===== src/include/sys1_rom_macros.svh =====
// Widths and region bases follow the board's ROM download order; changing a base moves that region
`ifndef SYS1_ROM_MACROS_SVH
`define SYS1_ROM_MACROS_SVH

// ############################
// Bus widths
// ############################

// Host download address, byte granular
`define SYS1_DL_AW      25

// Large main ROMs, 32K words each
`define SYS1_LG_AW      15

// Small main ROMs in words, sound ROMs in bytes
`define SYS1_SM_AW      14

// Main program bus data
`define SYS1_MAIN_DW    16

// Sound bus data
`define SYS1_SND_DW     8

// ############################
// Region bases
// ############################

// Download address bits 24..16, large main ROMs 10B and 12B
`define SYS1_BASE_LG0   9'd8
`define SYS1_BASE_LG1   9'd9

// Bits 24..15, small main ROMs 14B, 16B and 11J
`define SYS1_BASE_SM0   10'd20
`define SYS1_BASE_SM1   10'd21
`define SYS1_BASE_SM2   10'd22

// Bits 24..14, sound ROMs 13D, 14D and 16D
`define SYS1_BASE_SND0  11'd46
`define SYS1_BASE_SND1  11'd47
`define SYS1_BASE_SND2  11'd48

`endif

===== src/hdl/rom_bus_pkg.sv =====
// Read side types; all select vectors are active low as driven by the board logic
`include "sys1_rom_macros.svh"

package rom_bus_pkg;

	// ############################
	// Data words
	// ############################

	// Main program ROM word
	typedef logic [`SYS1_MAIN_DW-1:0] main_word_t;

	// Sound ROM byte
	typedef logic [`SYS1_SND_DW-1:0] snd_byte_t;

	// ############################
	// Chip selects
	// ############################

	// Bits 3..0 board ROM selects
	// Bit 4 protected bank select
	typedef logic [4:0] main_sel_t;

	// One select per sound ROM
	typedef logic [2:0] snd_sel_t;

endpackage


===== src/hdl/rom_port_if.sv =====
// Load and fetch ports of the ROM store; no handshake, every write and read is taken at once
`timescale 1ns/10ps
`include "sys1_rom_macros.svh"


// ############################
// Board read port
// ############################

interface rom_fetch_if
	import rom_bus_pkg::*;
();

	// Addresses from the board buses
	logic [`SYS1_LG_AW-1:0] main_addr;
	logic [`SYS1_SM_AW-1:0] snd_addr;

	// Registered read data, one per ROM
	main_word_t lg0_q;
	main_word_t lg1_q;
	main_word_t sm0_q;
	main_word_t sm1_q;
	main_word_t sm2_q;
	snd_byte_t  snd0_q;
	snd_byte_t  snd1_q;
	snd_byte_t  snd2_q;

	modport fetch (
		output main_addr,
		output snd_addr,
		input  lg0_q, lg1_q, sm0_q, sm1_q, sm2_q,
		input  snd0_q, snd1_q, snd2_q
	);

	modport store (
		input  main_addr,
		input  snd_addr,
		output lg0_q, lg1_q, sm0_q, sm1_q, sm2_q,
		output snd0_q, snd1_q, snd2_q
	);

endinterface


===== src/hdl/rom_fetch_mux.sv =====
// Selects are active low; with several active the lowest select bit wins, with none data is zero
`timescale 1ns/10ps
`include "sys1_rom_macros.svh"

module rom_fetch_mux
	import rom_bus_pkg::*;
(
	input  logic                   clk_sys,
	input  logic                   reset,
	input  logic [`SYS1_LG_AW-1:0] main_addr,
	input  main_sel_t              main_sel,
	input  logic [`SYS1_SM_AW-1:0] snd_addr,
	input  snd_sel_t               snd_sel,
	output main_word_t             main_data,
	output snd_byte_t              snd_data,
	rom_fetch_if.fetch             fetch
);

	main_sel_t main_sel_q;
	snd_sel_t  snd_sel_q;

	// Addresses go straight to the memories
	assign fetch.main_addr = main_addr;
	assign fetch.snd_addr  = snd_addr;

	// ############################
	// Select alignment
	// ############################

	// One stage to line up with the registered ROM data
	always_ff @(posedge clk_sys) begin
		if (reset) begin
			main_sel_q <= '1;
			snd_sel_q  <= '1;
		end else begin
			main_sel_q <= main_sel;
			snd_sel_q  <= snd_sel;
		end
	end

	// ############################
	// Priority selection
	// ############################

	// Board order 11J, 10B, 12B, 14B, then protected bank 16B
	always_comb begin
		if (!main_sel_q[0])
			main_data = fetch.sm2_q;
		else if (!main_sel_q[1])
			main_data = fetch.lg0_q;
		else if (!main_sel_q[2])
			main_data = fetch.lg1_q;
		else if (!main_sel_q[3])
			main_data = fetch.sm0_q;
		else if (!main_sel_q[4])
			main_data = fetch.sm1_q;
		else
			main_data = '0;
	end

	// Sound order 13D, 14D, 16D
	always_comb begin
		if (!snd_sel_q[0])
			snd_data = fetch.snd0_q;
		else if (!snd_sel_q[1])
			snd_data = fetch.snd1_q;
		else if (!snd_sel_q[2])
			snd_data = fetch.snd2_q;
		else
			snd_data = '0;
	end

endmodule


===== src/flat_wrapper.sv =====
// flat-port wrapper written by rule: the top's interface ports become plain ports
module rom_fetch_mux_flat import rom_bus_pkg::*;
  (clk_sys, reset, main_addr, main_sel, snd_addr, snd_sel, main_data, snd_data, fetch_main_addr, fetch_snd_addr, fetch_lg0_q, fetch_lg1_q, fetch_sm0_q, fetch_sm1_q, fetch_sm2_q, fetch_snd0_q, fetch_snd1_q, fetch_snd2_q);
  rom_fetch_if fetch_i ();
  input  logic clk_sys;
  input  logic reset;
  input  logic [`SYS1_LG_AW-1:0] main_addr;
  input  main_sel_t main_sel;
  input  logic [`SYS1_SM_AW-1:0] snd_addr;
  input  snd_sel_t snd_sel;
  output main_word_t main_data;
  output snd_byte_t snd_data;
  output wire logic [$bits(fetch_i.main_addr)-1:0] fetch_main_addr;
  output wire logic [$bits(fetch_i.snd_addr)-1:0] fetch_snd_addr;
  input wire logic [$bits(fetch_i.lg0_q)-1:0] fetch_lg0_q;
  input wire logic [$bits(fetch_i.lg1_q)-1:0] fetch_lg1_q;
  input wire logic [$bits(fetch_i.sm0_q)-1:0] fetch_sm0_q;
  input wire logic [$bits(fetch_i.sm1_q)-1:0] fetch_sm1_q;
  input wire logic [$bits(fetch_i.sm2_q)-1:0] fetch_sm2_q;
  input wire logic [$bits(fetch_i.snd0_q)-1:0] fetch_snd0_q;
  input wire logic [$bits(fetch_i.snd1_q)-1:0] fetch_snd1_q;
  input wire logic [$bits(fetch_i.snd2_q)-1:0] fetch_snd2_q;
  assign fetch_main_addr = fetch_i.main_addr;
  assign fetch_snd_addr = fetch_i.snd_addr;
  assign fetch_i.lg0_q = fetch_lg0_q;
  assign fetch_i.lg1_q = fetch_lg1_q;
  assign fetch_i.sm0_q = fetch_sm0_q;
  assign fetch_i.sm1_q = fetch_sm1_q;
  assign fetch_i.sm2_q = fetch_sm2_q;
  assign fetch_i.snd0_q = fetch_snd0_q;
  assign fetch_i.snd1_q = fetch_snd1_q;
  assign fetch_i.snd2_q = fetch_snd2_q;
  rom_fetch_mux u_core (.clk_sys(clk_sys), .reset(reset), .main_addr(main_addr), .main_sel(main_sel), .snd_addr(snd_addr), .snd_sel(snd_sel), .main_data(main_data), .snd_data(snd_data), .fetch(fetch_i));
endmodule

===== config.mk =====
export PLATFORM = sky130hd
export DESIGN_NAME = rom_fetch_mux_flat
export DESIGN_NICKNAME = d
export VERILOG_FILES = /design/src/hdl/rom_bus_pkg.sv /design/src/hdl/rom_port_if.sv /design/src/hdl/rom_fetch_mux.sv /design/src/flat_wrapper.sv
export VERILOG_INCLUDE_DIRS = /design/src /design/src/include
export SDC_FILE = /design/constraint.sdc
export NUM_CORES = 1
export LEC_CHECK = 0
export BUFFER_PORTS_ARGS = -buffer_cell sky130_fd_sc_hd__buf_4
export CORE_ASPECT_RATIO = 0.8
export CORE_MARGIN = 4
export CORE_UTILIZATION = 29
export DETAILED_ROUTE_END_ITERATION = 7
export HOLD_SLACK_MARGIN = 0.1
export PLACE_DENSITY = 0.92
export SYNTH_ARGS = -nofsm -noshare
export SYNTH_HDL_FRONTEND = slang
export SYNTH_SLANG_ARGS = --single-unit

===== constraint.sdc =====
create_clock -name clk_sys -period 1.75 [get_ports clk_sys]
set_input_delay 0.4375 -clock clk_sys [delete_from_list [all_inputs] [get_ports clk_sys]]
set_output_delay 0.4375 -clock clk_sys [all_outputs]
set_load 0.005 [all_outputs]

==> results.sh <==
export IMPL_status="finished, violations left"
export IMPL_violations="setup timing"
export IMPL_critPathLaunchType="flop"
export IMPL_syn_to_final_growth_pct=81.34
export IMPL_cts_tree="yes"
export IMPL_dieWidth_um=81.92
export IMPL_startpoint="u_core.main_sel_q[3]$_SDFF_PP1_"
export IMPL_antenna_found_initial=0
export IMPL_place_inst=333
export IMPL_fp_dieH_um=67.13
export IMPL_path_clk_slew_ns=0.04
export IMPL_place_congestion=0.8239
export IMPL_hp_class="input pin to flop"
export IMPL_critical_path_max_fanout=32
export IMPL_grt_total_usage_pct=16.56
export IMPL_drt_initial_drc_count=75
export IMPL_critPathMaxStageDelay_ns=0.32
export IMPL_cts_buffers=3
export IMPL_num_fill_cells=389
export IMPL_required_ns=1.31
export IMPL_netSwitchingPower_mw=0.2574
export IMPL_synth_fp_nets=319
export IMPL_synth_edf_count=0
export IMPL_htree_levels=1
export IMPL_cts_sinks=8
export IMPL_syn_inst=176
export IMPL_setup_viol=15
export IMPL_period_share_pct=106.6
export IMPL_num_rows=21
export IMPL_cts_buffer_depth=2
export IMPL_overflow=0
export IMPL_avgSynthCellArea_um2=7.202
export IMPL_post_place_ws_ns=-0.06730
export IMPL_async_flop_share_pct=0
export IMPL_root_buffer="clkbuf_8"
export IMPL_netlist_top_cells_count="buf_4, nor2_1, nand2b_1, nand3b_1"
export IMPL_core_area_mm2=0.004204
export IMPL_hold_depth=2
export IMPL_syn_cell_area_mm2=0.001267
export IMPL_drt_wirelength_per_cell_um=15.50
export IMPL_slew_viol_final=0
export IMPL_ctsHoldBuffers=0
export IMPL_p_clk_share_pct=22.5
export IMPL_rsz0062_at_grt="true"
export IMPL_relSlewSlack_pct=81.40
export IMPL_ys_seq_area_share_pct=12.64
export IMPL_ys_top_cells_by_area="buf_4, dfxtp_1, a221o_1"
export IMPL_p_leak_nw=1.055
export IMPL_drt_pass1_iter_count=4
export IMPL_dpl_hpwl_um=4321
export IMPL_synth_top_area_share_pct=18.36
export IMPL_crit_chain="buf_12 -> nand2b_1 -> a311oi_4 -> a221o_1 -> buf_4"
export IMPL_worstSetupEndpointType="output pin"
export IMPL_ys_warn_count=0
export IMPL_crit_arrival_ns=1.43
export IMPL_synth_distinct_cells=21
export IMPL_tightest_slew_ns=0.2790
export IMPL_seqPwrFrac_pct=22.1
export IMPL_post_route_drc_count=0
export IMPL_yosysMostFrequentCell="buf_4"
export IMPL_initial_core_util_pct=30.15
export IMPL_worst_slack_ns=-0.1156
export IMPL_antenna_cells=0
export IMPL_synth_seq_cells=8
export IMPL_layout_min_cycle_time_ns=1.866
export IMPL_ir_drop_v=0.0005463
export IMPL_switching_share_pct=27.22
export IMPL_comb_power_share_pct=55.4
export IMPL_timing_max_cap_violations=0
export IMPL_port_buffers=137
export IMPL_fmax_mhz=536.0
export IMPL_routed_via_density=5.003
export IMPL_grt_pass1_wl_um=6969
export IMPL_vias=1686
export IMPL_die_area_mm2=0.005499
export IMPL_p_int_mw=0.6881
export IMPL_finalNonFillerCells=337
export IMPL_ys_flop_type="dfxtp_1"
export IMPL_hold_start="snd_sel[0]"
export IMPL_drive_gt1_share_pct=61.43
export IMPL_report_final_hold_viol_count=0
export IMPL_grt_max_degree=33
export IMPL_cp_slowest_cell="dfxtp_2"
export IMPL_antenna_left=0
export IMPL_io_pins=196
export IMPL_tns_ns=-0.9353
export IMPL_worstSetupPathType="flop to output pin"
export IMPL_finalWirelength_um=5224
export IMPL_grt_pass1_vias=1502
export IMPL_yosysTopAreaCell="buf_4"
export IMPL_whs_endpoint="u_core.snd_sel_q[0]$_SDFF_PP1_"
export IMPL_power_density_mw_per_mm2=411.4
export IMPL_finalNetCount=425
export IMPL_hold_ws_ns=0.3963
==> sequential cells by signal, indices dropped and copies added (netlist names) <==
signal and cells:
u_core.main_sel_q 5, u_core.snd_sel_q 3
==> worst max-delay path: cells and delay by family (launching register included) <==
kind	cells	cell delay, ns
AO/OA/AOI/OAI	2	0.46
flip-flops	1	0.32
AND/OR/NAND/NOR	1	0.18
buffers and inverters	2	0.25
==> area by class of cell <==
type                            instances  area, um^2  area share, %
Timing Repair Buffer                  143        1115          48.50
Multi-Input combinational cell        124       894.6          38.92
Sequential cell                         8       168.9          7.349
Tap cell                               57       71.32          3.103
Clock buffer                            3       41.29          1.796
Inverter                                2       7.507         0.3266
==> power by group through the flow <==
stage	clock network (mW)	logic, mW	registers (mW)
2_1_floorplan	0	0.233	0.202
3_3_place_gp	0	0.488	0.210
3_5_place_dp	0	0.496	0.211
4_1_cts	0.216	0.512	0.209
5_1_grt	0.231	0.565	0.211
6_report	0.213	0.524	0.209
==> layout by cell type (no fill, tap or decap), types with 5 or more instances in the layout <==
cell	count
buf_4	139
nor2_1	23
nand3b_1	17
nand2b_1	17
a221o_1	15
a21oi_1	14
a311oi_2	9
or2_2	8
nor2b_1	7
a311oi_1	5
==> what timing repair did <==
action	4_1_cts	5_1_grt
setup buffers	0	1
gates resized for setup	12	8
endpoints found under the hold margin	0	0
pin swaps	0	12
setup endpoints to repair	16	20
==> cells by family after synthesis <==
| group | after synthesis | synth area share, % |
|---|---|---|
| compound gates | 49 | 30.21 |
| buf+inv | 44 | 23.10 |
| flops | 8 | 12.64 |
| simple gates | 75 | 34.06 |
==> worst max-delay path by stage <==
stage                                to  slack (ns)  cells past startpoint
after CTS                  main_data[8]       -0.15                      5
after global placement     main_data[0]       -0.04                      4
after global routing      main_data[15]       -0.20                      5
final                     main_data[15]       -0.12                      5
after detailed placement   main_data[8]       -0.07                      4
after floorplan           main_data[10]        0.32                      4
==> per-stage QoR <==
step / power (mW) / cell area, um^2 / util (%)
after floorplan: 0.4346 / 1267 / -
after global placement: 0.6985 / 2145 / 51.01
after detailed placement: 0.7069 / 2145 / 51.01
after CTS: 0.9365 / 2245 / 53.39
after global routing: 1.007 / 2298 / 54.67
final: 0.9455 / 2298 / 54.67
==> routing by layer <==
layer	global-route usage [%]	vias to the layer above	part of all wire, %
li1	-	823	-
met1	20.08	758	40
met2	28.73	97	48
met3	5.333	8	11
met4	3.320	0	0.84
met5	0	-	0
(Power assumes the default switching activity.)
