--- config.mk ---
export PLATFORM = sky130hd
export DESIGN_NAME = rom_loader_flat
export DESIGN_NICKNAME = d
export VERILOG_FILES = /design/src/hdl/rom_bus_pkg.sv /design/src/hdl/rom_map_pkg.sv /design/src/hdl/rom_port_if.sv /design/src/hdl/rom_loader.sv /design/src/flat_wrapper.sv
export VERILOG_INCLUDE_DIRS = /design/src /design/src/include
export SDC_FILE = /design/constraint.sdc
export NUM_CORES = 1
export LEC_CHECK = 0
export BUFFER_PORTS_ARGS = -buffer_cell sky130_fd_sc_hd__buf_2
export CAP_MARGIN = 20
export CORE_MARGIN = 3
export CORE_UTILIZATION = 30
export CTS_CLUSTER_SIZE = 8
export DETAILED_ROUTE_END_ITERATION = 16
export HOLD_SLACK_MARGIN = 0.05
export PLACE_DENSITY = 0.66
export SLEW_MARGIN = 20
export SYNTH_ARGS = -nofsm -noshare
export SYNTH_HDL_FRONTEND = slang
export SYNTH_SLANG_ARGS = --single-unit
--- constraint.sdc ---
create_clock -name clk_sys -period 2.2 [get_ports clk_sys]
set_input_delay 0.55 -clock clk_sys [delete_from_list [all_inputs] [get_ports clk_sys]]
set_output_delay 0.55 -clock clk_sys [all_outputs]
set_load 0.02 [all_outputs]
--- src/include/sys1_rom_macros.svh ---
// Widths and region bases follow the board's ROM download order; changing a base moves that region
`ifndef SYS1_ROM_MACROS_SVH
`define SYS1_ROM_MACROS_SVH

// ############################
// Bus widths
// ############################

// Host download address, byte granular
`define SYS1_DL_AW      25

// Large main ROMs, 32K words each
`define SYS1_LG_AW      15

// Small main ROMs in words, sound ROMs in bytes
`define SYS1_SM_AW      14

// Main program bus data
`define SYS1_MAIN_DW    16

// Sound bus data
`define SYS1_SND_DW     8

// ############################
// Region bases
// ############################

// Download address bits 24..16, large main ROMs 10B and 12B
`define SYS1_BASE_LG0   9'd8
`define SYS1_BASE_LG1   9'd9

// Bits 24..15, small main ROMs 14B, 16B and 11J
`define SYS1_BASE_SM0   10'd20
`define SYS1_BASE_SM1   10'd21
`define SYS1_BASE_SM2   10'd22

// Bits 24..14, sound ROMs 13D, 14D and 16D
`define SYS1_BASE_SND0  11'd46
`define SYS1_BASE_SND1  11'd47
`define SYS1_BASE_SND2  11'd48

`endif
--- src/hdl/rom_bus_pkg.sv ---
// Read side types; all select vectors are active low as driven by the board logic
`include "sys1_rom_macros.svh"

package rom_bus_pkg;

	// ############################
	// Data words
	// ############################

	// Main program ROM word
	typedef logic [`SYS1_MAIN_DW-1:0] main_word_t;

	// Sound ROM byte
	typedef logic [`SYS1_SND_DW-1:0] snd_byte_t;

	// ############################
	// Chip selects
	// ############################

	// Bits 3..0 board ROM selects
	// Bit 4 protected bank select
	typedef logic [4:0] main_sel_t;

	// One select per sound ROM
	typedef logic [2:0] snd_sel_t;

endpackage

--- src/hdl/rom_map_pkg.sv ---
// Download side types; the address views assume the 25-bit host address of the ROM loader
`include "sys1_rom_macros.svh"

package rom_map_pkg;

	// ############################
	// Target regions
	// ############################

	// One code per on-chip ROM, REG_NONE for bytes outside the map
	typedef enum logic [3:0] {
		REG_NONE,
		REG_10B,
		REG_12B,
		REG_14B,
		REG_16B,
		REG_11J,
		REG_13D,
		REG_14D,
		REG_16D
	} rom_region_e;

	// ############################
	// Download address views
	// ############################

	// Same address word, three bank/offset splits
	typedef union packed {
		// Large main ROMs, 64K byte window
		struct packed {
			logic [8:0]  bank;
			logic [15:0] offset;
		} lg;
		// Small main ROMs, 32K byte window
		struct packed {
			logic [9:0]  bank;
			logic [14:0] offset;
		} sm;
		// Sound ROMs, 16K byte window
		struct packed {
			logic [10:0] bank;
			logic [13:0] offset;
		} snd;
	} dl_addr_u;

endpackage

--- src/hdl/rom_port_if.sv ---
// Load and fetch ports of the ROM store; no handshake, every write and read is taken at once
`timescale 1ns/10ps
`include "sys1_rom_macros.svh"

// ############################
// Download write port
// ############################

interface rom_load_if
	import rom_map_pkg::*;
	import rom_bus_pkg::*;
();

	// Single cycle write pulse
	logic                  we;
	// Memory picked by the address decode
	rom_region_e           region;
	// Word address for main ROMs, byte address for sound
	logic [`SYS1_LG_AW-1:0] addr;
	// Sound writes use the low byte only
	main_word_t            wdata;

	modport loader (
		output we,
		output region,
		output addr,
		output wdata
	);

	modport store (
		input we,
		input region,
		input addr,
		input wdata
	);

endinterface


--- src/hdl/rom_loader.sv ---
// Main ROM bytes must arrive as even byte then odd byte; the odd byte completes the word
`timescale 1ns/10ps
`include "sys1_rom_macros.svh"

module rom_loader
	import rom_map_pkg::*;
(
	input  logic         clk_sys,
	input  logic         reset,
	input  logic         dl_active,
	input  logic         dl_wr,
	input  logic [7:0]   dl_index,
	input  dl_addr_u     dl_addr,
	input  logic [7:0]   dl_data,
	rom_load_if.loader   load
);

	// ############################
	// Strobe qualification
	// ############################

	logic        dl_strobe;
	logic        is_main;
	logic        is_snd;
	logic [7:0]  held_byte;
	rom_region_e region_dec;

	// Only ROM index zero is ours, and only while a download runs
	assign dl_strobe = dl_active && dl_wr && (dl_index == 8'd0);

	// ############################
	// Region decode
	// ############################

	// Large banks first, then small, then sound
	always_comb begin
		region_dec = REG_NONE;
		if (dl_addr.lg.bank == `SYS1_BASE_LG0)
			region_dec = REG_10B;
		else if (dl_addr.lg.bank == `SYS1_BASE_LG1)
			region_dec = REG_12B;
		else if (dl_addr.sm.bank == `SYS1_BASE_SM0)
			region_dec = REG_14B;
		else if (dl_addr.sm.bank == `SYS1_BASE_SM1)
			region_dec = REG_16B;
		else if (dl_addr.sm.bank == `SYS1_BASE_SM2)
			region_dec = REG_11J;
		else if (dl_addr.snd.bank == `SYS1_BASE_SND0)
			region_dec = REG_13D;
		else if (dl_addr.snd.bank == `SYS1_BASE_SND1)
			region_dec = REG_14D;
		else if (dl_addr.snd.bank == `SYS1_BASE_SND2)
			region_dec = REG_16D;
	end

	// Word wide program ROMs
	assign is_main = region_dec inside {REG_10B, REG_12B, REG_14B, REG_16B, REG_11J};
	// Byte wide sound ROMs
	assign is_snd  = region_dec inside {REG_13D, REG_14D, REG_16D};

	// ############################
	// Byte pairing and write pulse
	// ############################

	always_ff @(posedge clk_sys) begin
		if (reset) begin
			load.we   <= 1'b0;
			held_byte <= '0;
		end else begin
			// Odd main byte closes a word, every sound byte writes
			load.we <= dl_strobe && ((is_main && dl_addr.lg.offset[0]) || is_snd);
			// Even byte waits for its partner
			if (dl_strobe && !dl_addr.lg.offset[0])
				held_byte <= dl_data;
		end
	end

	// Write payload, only meaningful with we
	always_ff @(posedge clk_sys) begin
		load.region <= region_dec;
		if (is_snd) begin
			load.addr  <= {1'b0, dl_addr.snd.offset};
			load.wdata <= {8'h00, dl_data};
		end else begin
			// Even byte is the upper half of the word
			load.addr  <= dl_addr.lg.offset[15:1];
			load.wdata <= {held_byte, dl_data};
		end
	end

endmodule

--- src/flat_wrapper.sv ---
// flat-port wrapper written by rule: the top's interface ports become plain ports
module rom_loader_flat import rom_map_pkg::*;
  (clk_sys, reset, dl_active, dl_wr, dl_index, dl_addr, dl_data, load_we, load_region, load_addr, load_wdata);
  rom_load_if load_i ();
  input  logic clk_sys;
  input  logic reset;
  input  logic dl_active;
  input  logic dl_wr;
  input  logic [7:0] dl_index;
  input  dl_addr_u dl_addr;
  input  logic [7:0] dl_data;
  output wire logic [$bits(load_i.we)-1:0] load_we;
  output wire logic [$bits(load_i.region)-1:0] load_region;
  output wire logic [$bits(load_i.addr)-1:0] load_addr;
  output wire logic [$bits(load_i.wdata)-1:0] load_wdata;
  assign load_we = load_i.we;
  assign load_region = load_i.region;
  assign load_addr = load_i.addr;
  assign load_wdata = load_i.wdata;
  rom_loader u_core (.clk_sys(clk_sys), .reset(reset), .dl_active(dl_active), .dl_wr(dl_wr), .dl_index(dl_index), .dl_addr(dl_addr), .dl_data(dl_data), .load(load_i));
endmodule
==> results summary <==
For this configuration, the core starts out at a cell density of 0.319. The routability congestion estimate came out at 0.839. The vertical extent of the die is 74.7 microns.

Static timing analysis puts the maximum clock frequency at 0.555 GHz. The layout cell share with drive strength beyond 1 is 0.545. Of the total synthesized cell area, the portion taken by AND, OR, NAND and NOR gates is 0.151.

VDD sags by at most 275 uV. The mapped netlist covers 1420 sq um. The final total negative setup slack is 0 ps. The root buffer cell is clkbuf_8. The number of max-cap violations is 0. By area the synthesized netlist is led by dfxtp_1 62%, mux2_2 10%, mux2i_1 5.6%. The critical path buffer and inverter count came out at 1.

The top-area cell type share of the netlist area is 0.621. dfxtp_1 takes more of the synthesized area than any other cell. When the netlist entered floorplanning its net count stood at 160. The measured slew at the worst slew-check pin is 421 ps.

The area growth from synthesis to layout is 40.8%. The fraction of power spent switching nets came out at 0.229. The clock reaches the later pin of the worst-skew pair after 280 ps. STA classifies the critical path startpoint as an input pin.

The commonest cells after synthesis are 44 x dfxtp_1, 13 x mux2_2, 11 x nor2_1. After synthesis, the largest family of logic cells by area is multiplexers. The count of hold-fix buffers inserted at cts came out at 0. The critical path is of the in -> reg type. The count of port buffers added during placement is 80. For the worst flop-to-flop path, the logic depth is 2. The routed wirelength normalized by instance count came out at 11.9 microns. The clock transition at the register clock pins on the worst setup and hold paths after CTS is 80 ps. Measured against the total synthesized area, the mux share comes to 0.160. The share of synthesized cell area in full adder, half adder and majority cells is 0. After synthesis the netlist holds a flip-flop and latch count of 44. The CTS buffer count is 5. The most used flip-flop cell after synthesis is dfxtp_1.

The number of vias per cell came out at 4.42. The global routing usage summed across all routing layers is 0.113. The run finished with clean final reports. The placeable core area came out at 4440 sq um.

The number of core rows is 24. The count of flip-flops with a built-in enable after synthesis is 0. Setup slack closes at 397 ps. Setup violations remaining at the end of the flow were counted as 0. The longest clock path from root to sink contains 2 buffers. The number of antenna cells inserted is 0. The worst hold path belongs to the class in -> reg. After layout, the minimum clock period comes to 1800 ps. The number of warnings reported in the yosys synthesis log came out at 0. The maximum net fanout on the critical path is 2. The combinational power share came out at 0.093. The count of nets left with antenna violations after detail routing came out at 0. The sink count of the clock tree is 44. Counting distinct cell types in the post-synthesis netlist gives 28.

Measured along the x axis, the die boundary spans 74.7 microns. In the synthesized netlist the async set-or-reset flop fraction comes to 0. The gate family responsible for the most delay along the worst path is simple AND/OR/NAND/NOR gates. By instance count, the leading cell after synthesis is dfxtp_1. The total via count in the routed design came out at 1123. Of the total synthesized cell area, the portion taken by XOR and XNOR cells is 0.00618. In this run the post-CTS setup repair buffer count came out at 0. The library cell contributing the largest single delay on the critical path is or4_4. The H-tree depth is 2. The number of top-level pins came out at 81. The total detailed-routing wirelength came out at 3020 microns.

Counting every instance in the synthesized netlist gives 115. The post-placement setup slack came out at 81.7 ps. The maximum clock skew at final layout came out at 3.30 ps.

The overflow left after global routing is 0. The die area is 5590 sq um. The number of antenna violations at the first check in global routing came out at 0. Along the worst hold path, the cell count comes to 1. The signal on the critical path passes through buf_2, or4_4, or3_2, a2111oi_2. In the routed design, unresolved DRC markers number 0. The largest stage delay on the critical path came out at 540 ps. The average instance area after synthesis is 12.3 sq um. The total internal power is 1100 uW. The final-report max-slew violation count came to 0.

The total leakage power came out at 0.000931 uW. Data arrives at the worst endpoint at 1990 ps. The share of total power dissipated in the clock network is 0.327.

The half-perimeter wire length of the detailed placement result came out at 2430 microns. The number of resized instances in the post-cts repair step came out at 0. The worst relative slew slack is 0.712. The part of the cycle the worst path needs is 0.820. For this design the total switching power over the nets is 325 uW. Setup repair after global routing left no endpoint under its margin. The complex-gate fraction of the synthesized area is 0.0371. The via count of the first global-routing pass is 1086. Of the total power, registers draw 0.580. The first TritonRoute pass finished after 4 iterations. TritonCTS built the clock tree. The sequential fraction of the synthesis area is 0.621.

The number of hold-slack violations in the final timing report came to 0. The worst setup path is captured at a register. The first global-routing pass estimated 4750 microns of wire. Entering global routing, the biggest net connects 21 pins. The critical path runs through a total of 4 cells. After the first detailed-routing iteration, the DRC count stood at 27. The final layout contains 247 nets. The critical path required time came out at 2390 ps. The power density over the cells is 712 nW/um^2.
==> power by group through the flow <==
stage | registers, uW | clock network, uW | logic (uW)
after global routing | 825 | 525 | 145
after global placement | 842 | 0 | 134
after CTS | 824 | 495 | 135
after floorplan | 873 | 0 | 28.2
after detailed placement | 842 | 0 | 134
final | 823 | 464 | 132
==> layout make-up <==
cell class / count / area [sq um]
Multi-Input combinational cell: 64 / 502
Tap cell: 52 / 65.1
Clock buffer: 5 / 68.8
Inverter: 3 / 11.3
Sequential cell: 44 / 881
Fill cell: 462 / 2450
Timing Repair Buffer: 84 / 455
Clock inverter: 2 / 12.5
==> path summary, 6_finish.rpt <==
check	start	endpoint	slack (ps)
min reg2reg	u_core.held_byte[4]$_SDFFE_PP0P_	u_core.load.wdata[12]$_SDFF_PN0_	460
max	dl_index[5]	u_core.load.we$_SDFF_PP0_	400
max reg2reg	u_core.held_byte[6]$_SDFFE_PP0P_	u_core.held_byte[6]$_SDFFE_PP0P_	1610
min	dl_data[3]	u_core.load.wdata[3]$_DFF_P_	380
==> sequential cells by signal, summed over array words and instances (netlist names) <==
| name | cells |
|---|---|
| u_core.held_byte | 8 |
| u_core.load.addr | 15 |
| u_core.load.region | 4 |
| u_core.load.wdata | 16 |
| u_core.load.we | 1 |
==> cell usage in the layout, fill, tap and decap left out, drive strengths merged, types with 2 or more instances in the layout <==
master / Yosys / final
buf: 3 / 84
dfxtp: 44 / 44
mux2: 13 / 13
nor2: 11 / 11
and2: 9 / 9
mux2i: 8 / 8
clkbuf: 1 / 5
nand2: 3 / 3
inv: 3 / 3
o21ai: 2 / 2
nor3: 2 / 2
a21oi: 2 / 2
nor4: 2 / 2
a2111oi: 2 / 2
or2: 2 / 2
==> logic make-up after synthesis <==
| group | Yosys count |
|---|---|
| XOR/XNOR | 1 |
| flip-flops | 44 |
| multiplexers | 21 |
| buffers and inverters | 7 |
| AO/OA/AOI/OAI | 7 |
| AND/OR/NAND/NOR | 35 |
==> per-stage QoR <==
stage	util	instance area, sq um	instances	hold slack [ps]	total power (uW)
global placement	0.431	1910	247	437	976
CTS	0.449	2000	254	362	1450
finish	0.449	2000	254	378	1420
floorplan	-	1420	115	429	901
global route	0.449	2000	254	354	1500
detailed placement	0.431	1910	247	440	977
==> per-layer routing <==
metal / GRT usage / vias up / part of all wire / wire length, microns
met5: 0 / - / 0 / 0
met4: 0.0474 / 0 / 0.018 / 53
met3: 0.0387 / 6 / 0.079 / 238
met2: 0.191 / 42 / 0.51 / 1540
met1: 0.129 / 511 / 0.39 / 1180
li1: - / 564 / - / -
No activity file was read; power rests on OpenSTA's default activity.
